### config.mk
export PLATFORM = sky130hd
export DESIGN_NAME = safe_cpu_wrapper
export DESIGN_NICKNAME = d
export VERILOG_FILES = /design/src/hdl/safe_pkg.sv /design/src/hdl/dmr_comparator.sv /design/src/hdl/redundancy_ctrl.sv /design/src/hdl/req_steer.sv /design/src/hdl/resp_steer.sv /design/src/hdl/safe_cpu_wrapper.sv /design/src/hdl/tmr_voter.sv /design/src/hdl/wfi_isolator.sv
export VERILOG_INCLUDE_DIRS = /design/src /design/src/hdl
export SDC_FILE = /design/constraint.sdc
export NUM_CORES = 2
export LEC_CHECK = 0
export BUFFER_PORTS_ARGS = -buffer_cell sky130_fd_sc_hd__buf_2
export CAP_MARGIN = 40
export CELL_PAD_IN_SITES_DETAIL_PLACEMENT = 0
export CELL_PAD_IN_SITES_GLOBAL_PLACEMENT = 1
export CORE_AREA = 2 2 490 492
export CTS_CLUSTER_SIZE = 25
export DETAILED_ROUTE_END_ITERATION = 10
export DIE_AREA = 0 0 492 494
export GPL_ROUTABILITY_DRIVEN = 0
export HOLD_SLACK_MARGIN = 0.02
export PLACE_DENSITY_LB_ADDON = 0.1
export SLEW_MARGIN = 20
export SYNTH_ARGS = -nofsm -noshare
export SYNTH_HDL_FRONTEND = slang
export SYNTH_SLANG_ARGS = --single-unit
### constraint.sdc
create_clock -name clk_i -period 6.5 [get_ports clk_i]
set_input_delay 0.325 -clock clk_i [delete_from_list [all_inputs] [get_ports clk_i]]
set_output_delay 0.325 -clock clk_i [all_outputs]
set_load 0.02 [all_outputs]
### src/hdl/safe_defs.svh
// Build constants for the triple-hart safety wrapper
// Hart count is fixed at three because majority voting needs three inputs
// Bus widths are shared by the instruction and data channels
`ifndef SAFE_DEFS_SVH
`define SAFE_DEFS_SVH

// Harts behind the wrapper
`define SAFE_NHARTS 3

// OBI widths
`define SAFE_ADDR_W 32
`define SAFE_DATA_W 32
`define SAFE_BE_W   (`SAFE_DATA_W / 8)

// Read data seen by an isolated hart
// RISC-V wfi keeps the fetch side parked
`define SAFE_WFI_INSN 32'h1050_0073
`define SAFE_ISO_DATA 32'h0000_0000

// Master mask out of reset, hart 0
`define SAFE_MASTER_RST 3'b001

`endif

### src/hdl/safe_pkg.sv
// Shared bus and control types for the safety wrapper
// Requests and responses carry the OBI core signals only, no attributes
`include "safe_defs.svh"

package safe_pkg;

  // One OBI request channel
  typedef struct packed {
    logic                    req;
    logic                    we;
    logic [`SAFE_BE_W-1:0]   be;
    logic [`SAFE_ADDR_W-1:0] addr;
    logic [`SAFE_DATA_W-1:0] wdata;
  } bus_req_t;

  // One OBI response channel
  typedef struct packed {
    logic                    gnt;
    logic                    rvalid;
    logic [`SAFE_DATA_W-1:0] rdata;
  } bus_rsp_t;

  // One bit per hart
  typedef logic [`SAFE_NHARTS-1:0] hart_mask_t;

  typedef enum logic [1:0] {
    MODE_INDEP = 2'd0,
    MODE_TMR   = 2'd1,
    MODE_DMR   = 2'd2
  } redund_mode_e;

  // Where a hart takes its response from
  typedef enum logic [1:0] {
    ROUTE_OWN     = 2'd0,
    ROUTE_MASTER  = 2'd1,
    ROUTE_ISOLATE = 2'd2
  } route_e;

endpackage

### src/hdl/dmr_comparator.sv
// Dual-lockstep check of one channel
// Only the master request goes on; the partner request is only compared
`timescale 1ns/1ps

module dmr_comparator (
  input  safe_pkg::bus_req_t master_req_i,
  input  safe_pkg::bus_req_t partner_req_i,
  output safe_pkg::bus_req_t req_o,
  output logic               error_o
);

  logic req_diff;
  logic addr_diff;
  logic wr_diff;

  // Master owns the bus
  assign req_o = master_req_i;

  // Handshake and direction
  assign req_diff = (master_req_i.req != partner_req_i.req) ||
                    (master_req_i.we != partner_req_i.we);

  assign addr_diff = (master_req_i.addr != partner_req_i.addr);

  // Write payload incl. byte enables
  assign wr_diff = (master_req_i.be != partner_req_i.be) ||
                   (master_req_i.wdata != partner_req_i.wdata);

  assign error_o = req_diff || addr_diff || wr_diff;

endmodule

### src/hdl/redundancy_ctrl.sv
// Master latch and route decode for the wrapper
// master_i is taken only after a cycle with all harts asleep
// The DMR pair is used as given, it is not latched
`timescale 1ns/1ps
`include "safe_defs.svh"

module redundancy_ctrl (
  input  logic                                 clk_i,
  input  logic                                 rst_ni,
  input  safe_pkg::redund_mode_e               mode_i,
  input  safe_pkg::hart_mask_t                 master_i,
  input  safe_pkg::hart_mask_t                 dmr_pair_i,
  input  safe_pkg::hart_mask_t                 sleep_i,
  output safe_pkg::hart_mask_t                 master_o,
  output safe_pkg::route_e [`SAFE_NHARTS-1:0] route_o,
  output safe_pkg::hart_mask_t                 isolate_o
);

  safe_pkg::hart_mask_t master_q;

  // Change master only while every hart sits in wfi
  always_ff @(posedge clk_i or negedge rst_ni) begin
    if (!rst_ni) begin
      master_q <= `SAFE_MASTER_RST;
    end else if (&sleep_i) begin
      master_q <= master_i;
    end
  end

  assign master_o = master_q;

  // Per-hart response source
  always_comb begin
    for (int i = 0; i < `SAFE_NHARTS; i++) begin
      route_o[i]   = safe_pkg::ROUTE_OWN;
      isolate_o[i] = 1'b0;
      case (mode_i)
        safe_pkg::MODE_TMR: begin
          route_o[i] = safe_pkg::ROUTE_MASTER;
        end
        safe_pkg::MODE_DMR: begin
          if (dmr_pair_i[i]) begin
            route_o[i] = safe_pkg::ROUTE_MASTER;
          end else begin
            // Third hart parked behind the isolator
            route_o[i]   = safe_pkg::ROUTE_ISOLATE;
            isolate_o[i] = 1'b1;
          end
        end
        default: begin
          route_o[i] = safe_pkg::ROUTE_OWN;
        end
      endcase
    end
  end

  a_master_onehot: assert property (@(posedge clk_i) disable iff (!rst_ni)
    $onehot(master_q));

  // Pair of two that holds the current master
  a_dmr_pair_valid: assert property (@(posedge clk_i) disable iff (!rst_ni)
    (mode_i == safe_pkg::MODE_DMR) |->
      (($countones(dmr_pair_i) == 2) && |(dmr_pair_i & master_q)));

endmodule

### src/hdl/req_steer.sv
// Places hart requests on the bus ports according to the mode
// In lockstep modes only the master's port carries traffic
// TMR error id is the union of the per-channel dissenters
`timescale 1ns/1ps
`include "safe_defs.svh"

module req_steer (
  input  safe_pkg::redund_mode_e                 mode_i,
  input  safe_pkg::hart_mask_t                   master_i,
  input  safe_pkg::hart_mask_t                   dmr_pair_i,
  input  safe_pkg::bus_req_t [`SAFE_NHARTS-1:0] hart_instr_req_i,
  input  safe_pkg::bus_req_t [`SAFE_NHARTS-1:0] hart_data_req_i,
  output safe_pkg::bus_req_t [`SAFE_NHARTS-1:0] bus_instr_req_o,
  output safe_pkg::bus_req_t [`SAFE_NHARTS-1:0] bus_data_req_o,
  output logic                                   tmr_error_o,
  output safe_pkg::hart_mask_t                   tmr_error_id_o,
  output logic                                   dmr_error_o
);

  // Index 0 is instruction, 1 is data
  safe_pkg::bus_req_t [1:0][`SAFE_NHARTS-1:0] hart_req;
  safe_pkg::bus_req_t [1:0][`SAFE_NHARTS-1:0] bus_req;
  logic [1:0]                                 tmr_err;
  safe_pkg::hart_mask_t [1:0]                 tmr_err_id;
  logic [1:0]                                 dmr_err;
  safe_pkg::hart_mask_t                       partner;

  // Partner is the pair bit that is not the master
  assign partner = dmr_pair_i & ~master_i;

  assign hart_req[0] = hart_instr_req_i;
  assign hart_req[1] = hart_data_req_i;

  for (genvar ch = 0; ch < 2; ch++) begin : gen_chan
    safe_pkg::bus_req_t                    master_req;
    safe_pkg::bus_req_t                    partner_req;
    safe_pkg::bus_req_t                    voted;
    safe_pkg::bus_req_t                    compared;
    safe_pkg::bus_req_t [`SAFE_NHARTS-1:0] bus_sel;

    always_comb begin
      master_req  = '0;
      partner_req = '0;
      for (int h = 0; h < `SAFE_NHARTS; h++) begin
        if (master_i[h]) begin
          master_req = hart_req[ch][h];
        end
        if (partner[h]) begin
          partner_req = hart_req[ch][h];
        end
      end
    end

    tmr_voter u_tmr_voter (
      .req_i      (hart_req[ch]),
      .voted_o    (voted),
      .error_o    (tmr_err[ch]),
      .error_id_o (tmr_err_id[ch])
    );

    dmr_comparator u_dmr_comparator (
      .master_req_i  (master_req),
      .partner_req_i (partner_req),
      .req_o         (compared),
      .error_o       (dmr_err[ch])
    );

    // Non-master ports stay quiet in lockstep
    always_comb begin
      bus_sel = '0;
      for (int h = 0; h < `SAFE_NHARTS; h++) begin
        case (mode_i)
          safe_pkg::MODE_TMR: begin
            if (master_i[h]) begin
              bus_sel[h] = voted;
            end
          end
          safe_pkg::MODE_DMR: begin
            if (master_i[h]) begin
              bus_sel[h] = compared;
            end
          end
          default: begin
            bus_sel[h] = hart_req[ch][h];
          end
        endcase
      end
    end

    assign bus_req[ch] = bus_sel;
  end

  assign bus_instr_req_o = bus_req[0];
  assign bus_data_req_o  = bus_req[1];

  // Errors only count in their own mode
  assign tmr_error_o    = (mode_i == safe_pkg::MODE_TMR) && (|tmr_err);
  assign tmr_error_id_o = (mode_i == safe_pkg::MODE_TMR) ? (tmr_err_id[0] | tmr_err_id[1]) : '0;
  assign dmr_error_o    = (mode_i == safe_pkg::MODE_DMR) && (|dmr_err);

endmodule

### src/hdl/resp_steer.sv
// Returns bus responses to the harts
// Isolated harts see their isolator; all others see their own or the master port
`timescale 1ns/1ps
`include "safe_defs.svh"

module resp_steer (
  input  logic                                   clk_i,
  input  logic                                   rst_ni,
  input  safe_pkg::route_e [`SAFE_NHARTS-1:0]   route_i,
  input  safe_pkg::hart_mask_t                   isolate_i,
  input  safe_pkg::hart_mask_t                   master_i,
  input  safe_pkg::bus_req_t [`SAFE_NHARTS-1:0] hart_instr_req_i,
  input  safe_pkg::bus_req_t [`SAFE_NHARTS-1:0] hart_data_req_i,
  input  safe_pkg::bus_rsp_t [`SAFE_NHARTS-1:0] bus_instr_rsp_i,
  input  safe_pkg::bus_rsp_t [`SAFE_NHARTS-1:0] bus_data_rsp_i,
  output safe_pkg::bus_rsp_t [`SAFE_NHARTS-1:0] hart_instr_rsp_o,
  output safe_pkg::bus_rsp_t [`SAFE_NHARTS-1:0] hart_data_rsp_o
);

  // Index 0 is instruction, 1 is data
  safe_pkg::bus_req_t [1:0][`SAFE_NHARTS-1:0] hart_req;
  safe_pkg::bus_rsp_t [1:0][`SAFE_NHARTS-1:0] bus_rsp;
  safe_pkg::bus_rsp_t [1:0][`SAFE_NHARTS-1:0] hart_rsp;

  assign hart_req[0] = hart_instr_req_i;
  assign hart_req[1] = hart_data_req_i;
  assign bus_rsp[0]  = bus_instr_rsp_i;
  assign bus_rsp[1]  = bus_data_rsp_i;

  for (genvar ch = 0; ch < 2; ch++) begin : gen_chan
    safe_pkg::bus_rsp_t master_rsp;

    always_comb begin
      master_rsp = '0;
      for (int h = 0; h < `SAFE_NHARTS; h++) begin
        if (master_i[h]) begin
          master_rsp = bus_rsp[ch][h];
        end
      end
    end

    for (genvar h = 0; h < `SAFE_NHARTS; h++) begin : gen_hart
      safe_pkg::bus_rsp_t live_rsp;
      safe_pkg::bus_rsp_t iso_rsp;

      // What the hart sees when not isolated
      assign live_rsp = (route_i[h] == safe_pkg::ROUTE_MASTER) ? master_rsp : bus_rsp[ch][h];

      wfi_isolator #(
        .ISO_RDATA ((ch == 0) ? `SAFE_WFI_INSN : `SAFE_ISO_DATA)
      ) u_wfi_isolator (
        .clk_i     (clk_i),
        .rst_ni    (rst_ni),
        .active_i  (isolate_i[h]),
        .req_i     (hart_req[ch][h]),
        .bus_rsp_i (live_rsp),
        .rsp_o     (iso_rsp)
      );

      assign hart_rsp[ch][h] = (route_i[h] == safe_pkg::ROUTE_ISOLATE) ? iso_rsp : live_rsp;
    end
  end

  assign hart_instr_rsp_o = hart_rsp[0];
  assign hart_data_rsp_o  = hart_rsp[1];

endmodule

### src/hdl/safe_cpu_wrapper.sv
// Bus side of the triple-hart safety wrapper
// Request and response paths are combinational; no buffering, no added handshake
// mode_i and dmr_pair_i should only change while the harts are quiet
`timescale 1ns/1ps
`include "safe_defs.svh"

module safe_cpu_wrapper (
  input  logic                                   clk_i,
  input  logic                                   rst_ni,
  input  safe_pkg::redund_mode_e                 mode_i,
  input  safe_pkg::hart_mask_t                   master_i,
  input  safe_pkg::hart_mask_t                   dmr_pair_i,
  input  safe_pkg::hart_mask_t                   sleep_i,
  input  safe_pkg::bus_req_t [`SAFE_NHARTS-1:0] hart_instr_req_i,
  input  safe_pkg::bus_req_t [`SAFE_NHARTS-1:0] hart_data_req_i,
  output safe_pkg::bus_rsp_t [`SAFE_NHARTS-1:0] hart_instr_rsp_o,
  output safe_pkg::bus_rsp_t [`SAFE_NHARTS-1:0] hart_data_rsp_o,
  output safe_pkg::bus_req_t [`SAFE_NHARTS-1:0] bus_instr_req_o,
  output safe_pkg::bus_req_t [`SAFE_NHARTS-1:0] bus_data_req_o,
  input  safe_pkg::bus_rsp_t [`SAFE_NHARTS-1:0] bus_instr_rsp_i,
  input  safe_pkg::bus_rsp_t [`SAFE_NHARTS-1:0] bus_data_rsp_i,
  output logic                                   tmr_error_o,
  output safe_pkg::hart_mask_t                   tmr_error_id_o,
  output logic                                   dmr_error_o
);

  safe_pkg::hart_mask_t                 master;
  safe_pkg::route_e [`SAFE_NHARTS-1:0] route;
  safe_pkg::hart_mask_t                 isolate;

  redundancy_ctrl u_redundancy_ctrl (
    .clk_i      (clk_i),
    .rst_ni     (rst_ni),
    .mode_i     (mode_i),
    .master_i   (master_i),
    .dmr_pair_i (dmr_pair_i),
    .sleep_i    (sleep_i),
    .master_o   (master),
    .route_o    (route),
    .isolate_o  (isolate)
  );

  req_steer u_req_steer (
    .mode_i           (mode_i),
    .master_i         (master),
    .dmr_pair_i       (dmr_pair_i),
    .hart_instr_req_i (hart_instr_req_i),
    .hart_data_req_i  (hart_data_req_i),
    .bus_instr_req_o  (bus_instr_req_o),
    .bus_data_req_o   (bus_data_req_o),
    .tmr_error_o      (tmr_error_o),
    .tmr_error_id_o   (tmr_error_id_o),
    .dmr_error_o      (dmr_error_o)
  );

  resp_steer u_resp_steer (
    .clk_i            (clk_i),
    .rst_ni           (rst_ni),
    .route_i          (route),
    .isolate_i        (isolate),
    .master_i         (master),
    .hart_instr_req_i (hart_instr_req_i),
    .hart_data_req_i  (hart_data_req_i),
    .bus_instr_rsp_i  (bus_instr_rsp_i),
    .bus_data_rsp_i   (bus_data_rsp_i),
    .hart_instr_rsp_o (hart_instr_rsp_o),
    .hart_data_rsp_o  (hart_data_rsp_o)
  );

endmodule

### src/hdl/tmr_voter.sv
// Bitwise two-of-three vote over whole OBI requests
// The dissenter id compares complete requests, so it stays zero when all three differ
`timescale 1ns/1ps
`include "safe_defs.svh"

module tmr_voter (
  input  safe_pkg::bus_req_t [`SAFE_NHARTS-1:0] req_i,
  output safe_pkg::bus_req_t                    voted_o,
  output logic                                  error_o,
  output safe_pkg::hart_mask_t                  error_id_o
);

  logic eq_01;
  logic eq_02;
  logic eq_12;

  // Majority per bit
  assign voted_o = (req_i[0] & req_i[1]) |
                   (req_i[0] & req_i[2]) |
                   (req_i[1] & req_i[2]);

  assign eq_01 = (req_i[0] == req_i[1]);
  assign eq_02 = (req_i[0] == req_i[2]);
  assign eq_12 = (req_i[1] == req_i[2]);

  assign error_o = !(eq_01 && eq_12);

  // Odd one out when the other two agree
  assign error_id_o[0] = !eq_01 && !eq_02 &&  eq_12;
  assign error_id_o[1] = !eq_01 &&  eq_02 && !eq_12;
  assign error_id_o[2] =  eq_01 && !eq_02 && !eq_12;

  // At most one dissenter, and only together with the mismatch flag
  always_comb begin
    a_single_dissenter: assert final ($onehot0(error_id_o) &&
                                      (error_o || (error_id_o == '0)))
      else $error("tmr_voter: bad dissenter id %b", error_id_o);
  end

endmodule

### src/hdl/wfi_isolator.sv
// Stand-in OBI slave for a hart cut off from the bus
// Tracks one outstanding access on the real bus, not a deeper pipeline
// Responses still due when isolation ends are dropped
`timescale 1ns/1ps
`include "safe_defs.svh"

module wfi_isolator #(
  parameter logic [`SAFE_DATA_W-1:0] ISO_RDATA = `SAFE_ISO_DATA
) (
  input  logic               clk_i,
  input  logic               rst_ni,
  input  logic               active_i,
  input  safe_pkg::bus_req_t req_i,
  input  safe_pkg::bus_rsp_t bus_rsp_i,
  output safe_pkg::bus_rsp_t rsp_o
);

  // Answer for our own grant
  logic iso_rvalid_q;
  // Real-bus access still waiting for its rvalid
  logic pend_q;

  always_ff @(posedge clk_i or negedge rst_ni) begin
    if (!rst_ni) begin
      iso_rvalid_q <= 1'b0;
      pend_q       <= 1'b0;
    end else if (active_i) begin
      iso_rvalid_q <= req_i.req;
      pend_q       <= 1'b0;
    end else begin
      iso_rvalid_q <= 1'b0;
      // Set on an accepted access, cleared once the bus answers
      pend_q       <= (req_i.req & bus_rsp_i.gnt) | (pend_q & ~bus_rsp_i.rvalid);
    end
  end

  // Immediate grant while isolated
  assign rsp_o.gnt    = active_i & req_i.req;
  assign rsp_o.rvalid = iso_rvalid_q | pend_q;
  assign rsp_o.rdata  = ISO_RDATA;

  // Every rvalid answers a grant or an open access of the previous cycle
  a_rvalid_has_cause: assert property (@(posedge clk_i) disable iff (!rst_ni)
    rsp_o.rvalid |-> $past(rsp_o.gnt || pend_q || (req_i.req && bus_rsp_i.gnt)));

endmodule

==> flow_metrics.tcl <==
set metrics [dict create \
    outcome "finished, final reports clean" \
    synth_common_cells "a22o_1, nand2_1, ha_1" \
    hold_viol_final 0 \
    ys_ff_latch 15 \
    ys_async_sr_fraction 1.00 \
    cp_max_fo 42 \
    required_ns 6.17 \
    clk_transition_reported_paths_ns 0.06 \
    tritoncts "yes" \
    grt_max_degree 143 \
    period_needed_ns 5.36 \
    dieWidth_um 492 \
    ys.flop_type "dfrtp_1" \
    final_antenna_net_count 0 \
    cts-root-buf "clkbuf_16" \
    critical-path-top-delay-family "simple AND/OR/NAND/NOR gates" \
    critPathBufInv 2 \
    synth_fp_nets 4484 \
    met3_usage 0.0435 \
    crit_arrival_ns 5.04 \
    slowest_delay_ns 0.78 \
    synth_edf_count 0 \
    synth_most_common_cell "a22o_1" \
    grt_usage 0.231 \
    worstSetupPathType "register to output pin" \
    worstHoldPathType "primary input to asynchronous set/reset pin" \
    wire_per_inst_um 38.7 \
    io_pins 1266 \
    drc_errors 0 \
    insertion_delay_ns 0.26 \
    grt_pass1_wl_mm 378 \
    critPathLaunchType "register" \
    rows 179 \
    yosys.area.top_type_share 0.221 \
    antenna_found_initial 129 \
    io_buffers 1265 \
    dpl.hpwl_mm 252 \
    synth.distinct_cells 52 \
    crit_chain "nand2b_4, buf_4, nand3_1, a21oi_1, xor2_1, nor4_1, nand4_1, or4_1, o41a_1, buf_2" \
    die_area_mm2 0.243 \
    overflow 0 \
    fin_worst_skew_ns 0.00472 \
    synth_cells 3425 \
    leakage_nw 15.5 \
    cts-htree-levels 1 \
    wl_mm 297 \
    vias_per_cell 4.65 \
    grt_busiest_layer "met2" \
    clkSinkCount 15 \
    setup_viol 0 \
    synth_area_per_cell_um2 6.99 \
    power_mw 6.30 \
    cts_setup_buffers 0 \
    cts_resized 0 \
    nFillCells 27700 \
    seqCellArea_um2 384 \
    final_nets 5547 \
    fin_tns_setup_ns 0 \
    cp_slowest_cell "nor4_1" \
    slew_headroom 0.380 \
    drt_iter0_markers 2757 \
    met1_usage 0.257 \
    fin_cells 7682 \
    areaGrowthSynthToFinish_pct 43.8 \
    yosysSeqAreaShare 0.0157 \
    cap_violations 0 \
    maxSlewViolCount 0 \
    synth_area_mm2 0.0239 \
    power_density_mw_per_mm2 183 \
    fin_crit_sh 0.825 \
    cts_hold_buf 0 \
    end_kind "output pin" \
    grt_pass1_vias 35400 \
    drive_above_1_share 0.324 \
    utilization 0.145 \
    worstMarginPinSlew_ns 0.931 \
    numCtsBuffers 3 \
    die_h_um 494 \
    start_util 0.101 \
    dp_cells 7646 \
    synth_top_cells_by_area "ha_1, a22o_1, o21ai_0" \
    gr-usage-met2 0.451 \
    clock.fmax_mhz 187 \
    cts_max_path_buffers 2 \
    yosysWarnings 0 \
    rsz0062_at_grt "false" \
    first_pass_iters 8 \
    num_vias 35700 \
    multi_input_area_mm2 0.0222 \
    yosysTopAreaCell "ha_1" \
    ir_worst_vdd_mv 0.120 \
    core_region_area_mm2 0.237 \
]
metrics by stage:
step | worst slack [ns] | area (um2) | hold slack [ns]
final | 1.14 | 34400 | 0.0212
after global routing | 0.931 | 34400 | 0.0395
after CTS | 1.03 | 34300 | 0.0301
after detailed placement | 1.32 | 34200 | 0.314
after global placement | 0.860 | 33800 | 0.324
after floorplan | 3.44 | 23900 | 0.0294
cell usage in the layout, fill, tap and decap left out, types with 8 or more instances in the layout:
cell type	count
nand3b_1	20
and3b_1	16
xor2_1	50
buf_16	9
o21ai_1	21
a31oi_1	52
buf_12	17
or3_1	65
xnor2_1	71
nand3_1	92
diode_2	28
a22oi_1	190
nor3_1	94
inv_1	8
o21ai_0	393
buf_2	1270
nor2_1	125
buf_4	101
nor4_1	125
a311oi_1	8
a221o_1	40
dfrtp_1	12
nand4_1	44
ha_1	420
a22o_1	501
nand2_1	425
nor4_2	12
o22a_1	25
nor2b_1	19
a32o_1	53
a21oi_1	124
path summary, 6_finish.rpt:
path,from,end,slack (ns),cells after the start
worst min-delay path,rst_ni,asynchronous set/reset pin,0.02,1
worst max register to register,u_redundancy_ctrl.master_o[0],register,3.27,10
worst max-delay path,u_redundancy_ctrl.master_o[1],dmr_error_o,1.14,10
worst min register to register,register,register,0.52,2
min in group clk_i,master_i[0],u_redundancy_ctrl.master_o[0],0.34,2
max in group asynchronous,rst_ni,u_redundancy_ctrl.master_o[2],6.10,1
logic make-up (layout without fill, tap and decap cells):
| family | count (synthesis) | in the layout | synth area share |
|---|---|---|---|
| simple gates | 1061 | 1061 | 0.213 |
| flops | 15 | 15 | 0.0157 |
| compound gates | 1443 | 1443 | 0.433 |
| xor+xnor | 122 | 122 | 0.0446 |
| fa+ha+maj | 422 | 422 | 0.221 |
| mux | 9 | 9 | 0.00392 |
| other cells | 0 | 28 | 0 |
| buf+inv | 353 | 1415 | 0.0684 |
worst register-to-register path, stage by stage (launching register included):
cell and delay, ns:
dfstp_2 0.51, buf_4 0.30, nor2b_4 0.38, buf_12 0.22, buf_4 0.25, buf_4 0.30, a22oi_1 0.10, o21ai_0 0.41
mux2i_1 0.32, a2bb2oi_1 0.24, nor2_1 0.05
power breakdown:
part | leakage, nW | internal, mW | switching (mW)
Combinational | 15.3 | 1.80 | 4.22
Clock | 0.0411 | 0.0829 | 0.0538
Sequential | 0.190 | 0.106 | 0.0375
Total | 15.5 | 1.99 | 4.31
layer usage:
layer / share of wire / vias up
met5: 0.0013 / -
met4: 0.026 / 58
met3: 0.059 / 297
met2: 0.53 / 1646
met1: 0.38 / 18100
li1: - / 15700
state kept, by name, summed over array words and instances, names as in the netlist:
register and flops:
u_resp_steer.gen_chan.gen_hart.u_wfi_isolator.iso_rvalid_q 6, u_resp_steer.gen_chan.gen_hart.u_wfi_isolator.pend_q 6, u_redundancy_ctrl.master_o 3
area by class of cell:
cell class | count | share of cell area
Sequential cell | 15 | 0.0112
Clock buffer | 3 | 0.00218
Tap cell | 3167 | 0.115
Clock inverter | 1 | 0.000145
Inverter | 10 | 0.00116
Antenna cell | 28 | 0.00203
Multi-Input combinational cell | 3057 | 0.643
Timing Repair Buffer | 1401 | 0.225
Note: power is estimated with default switching activity, not from simulation.
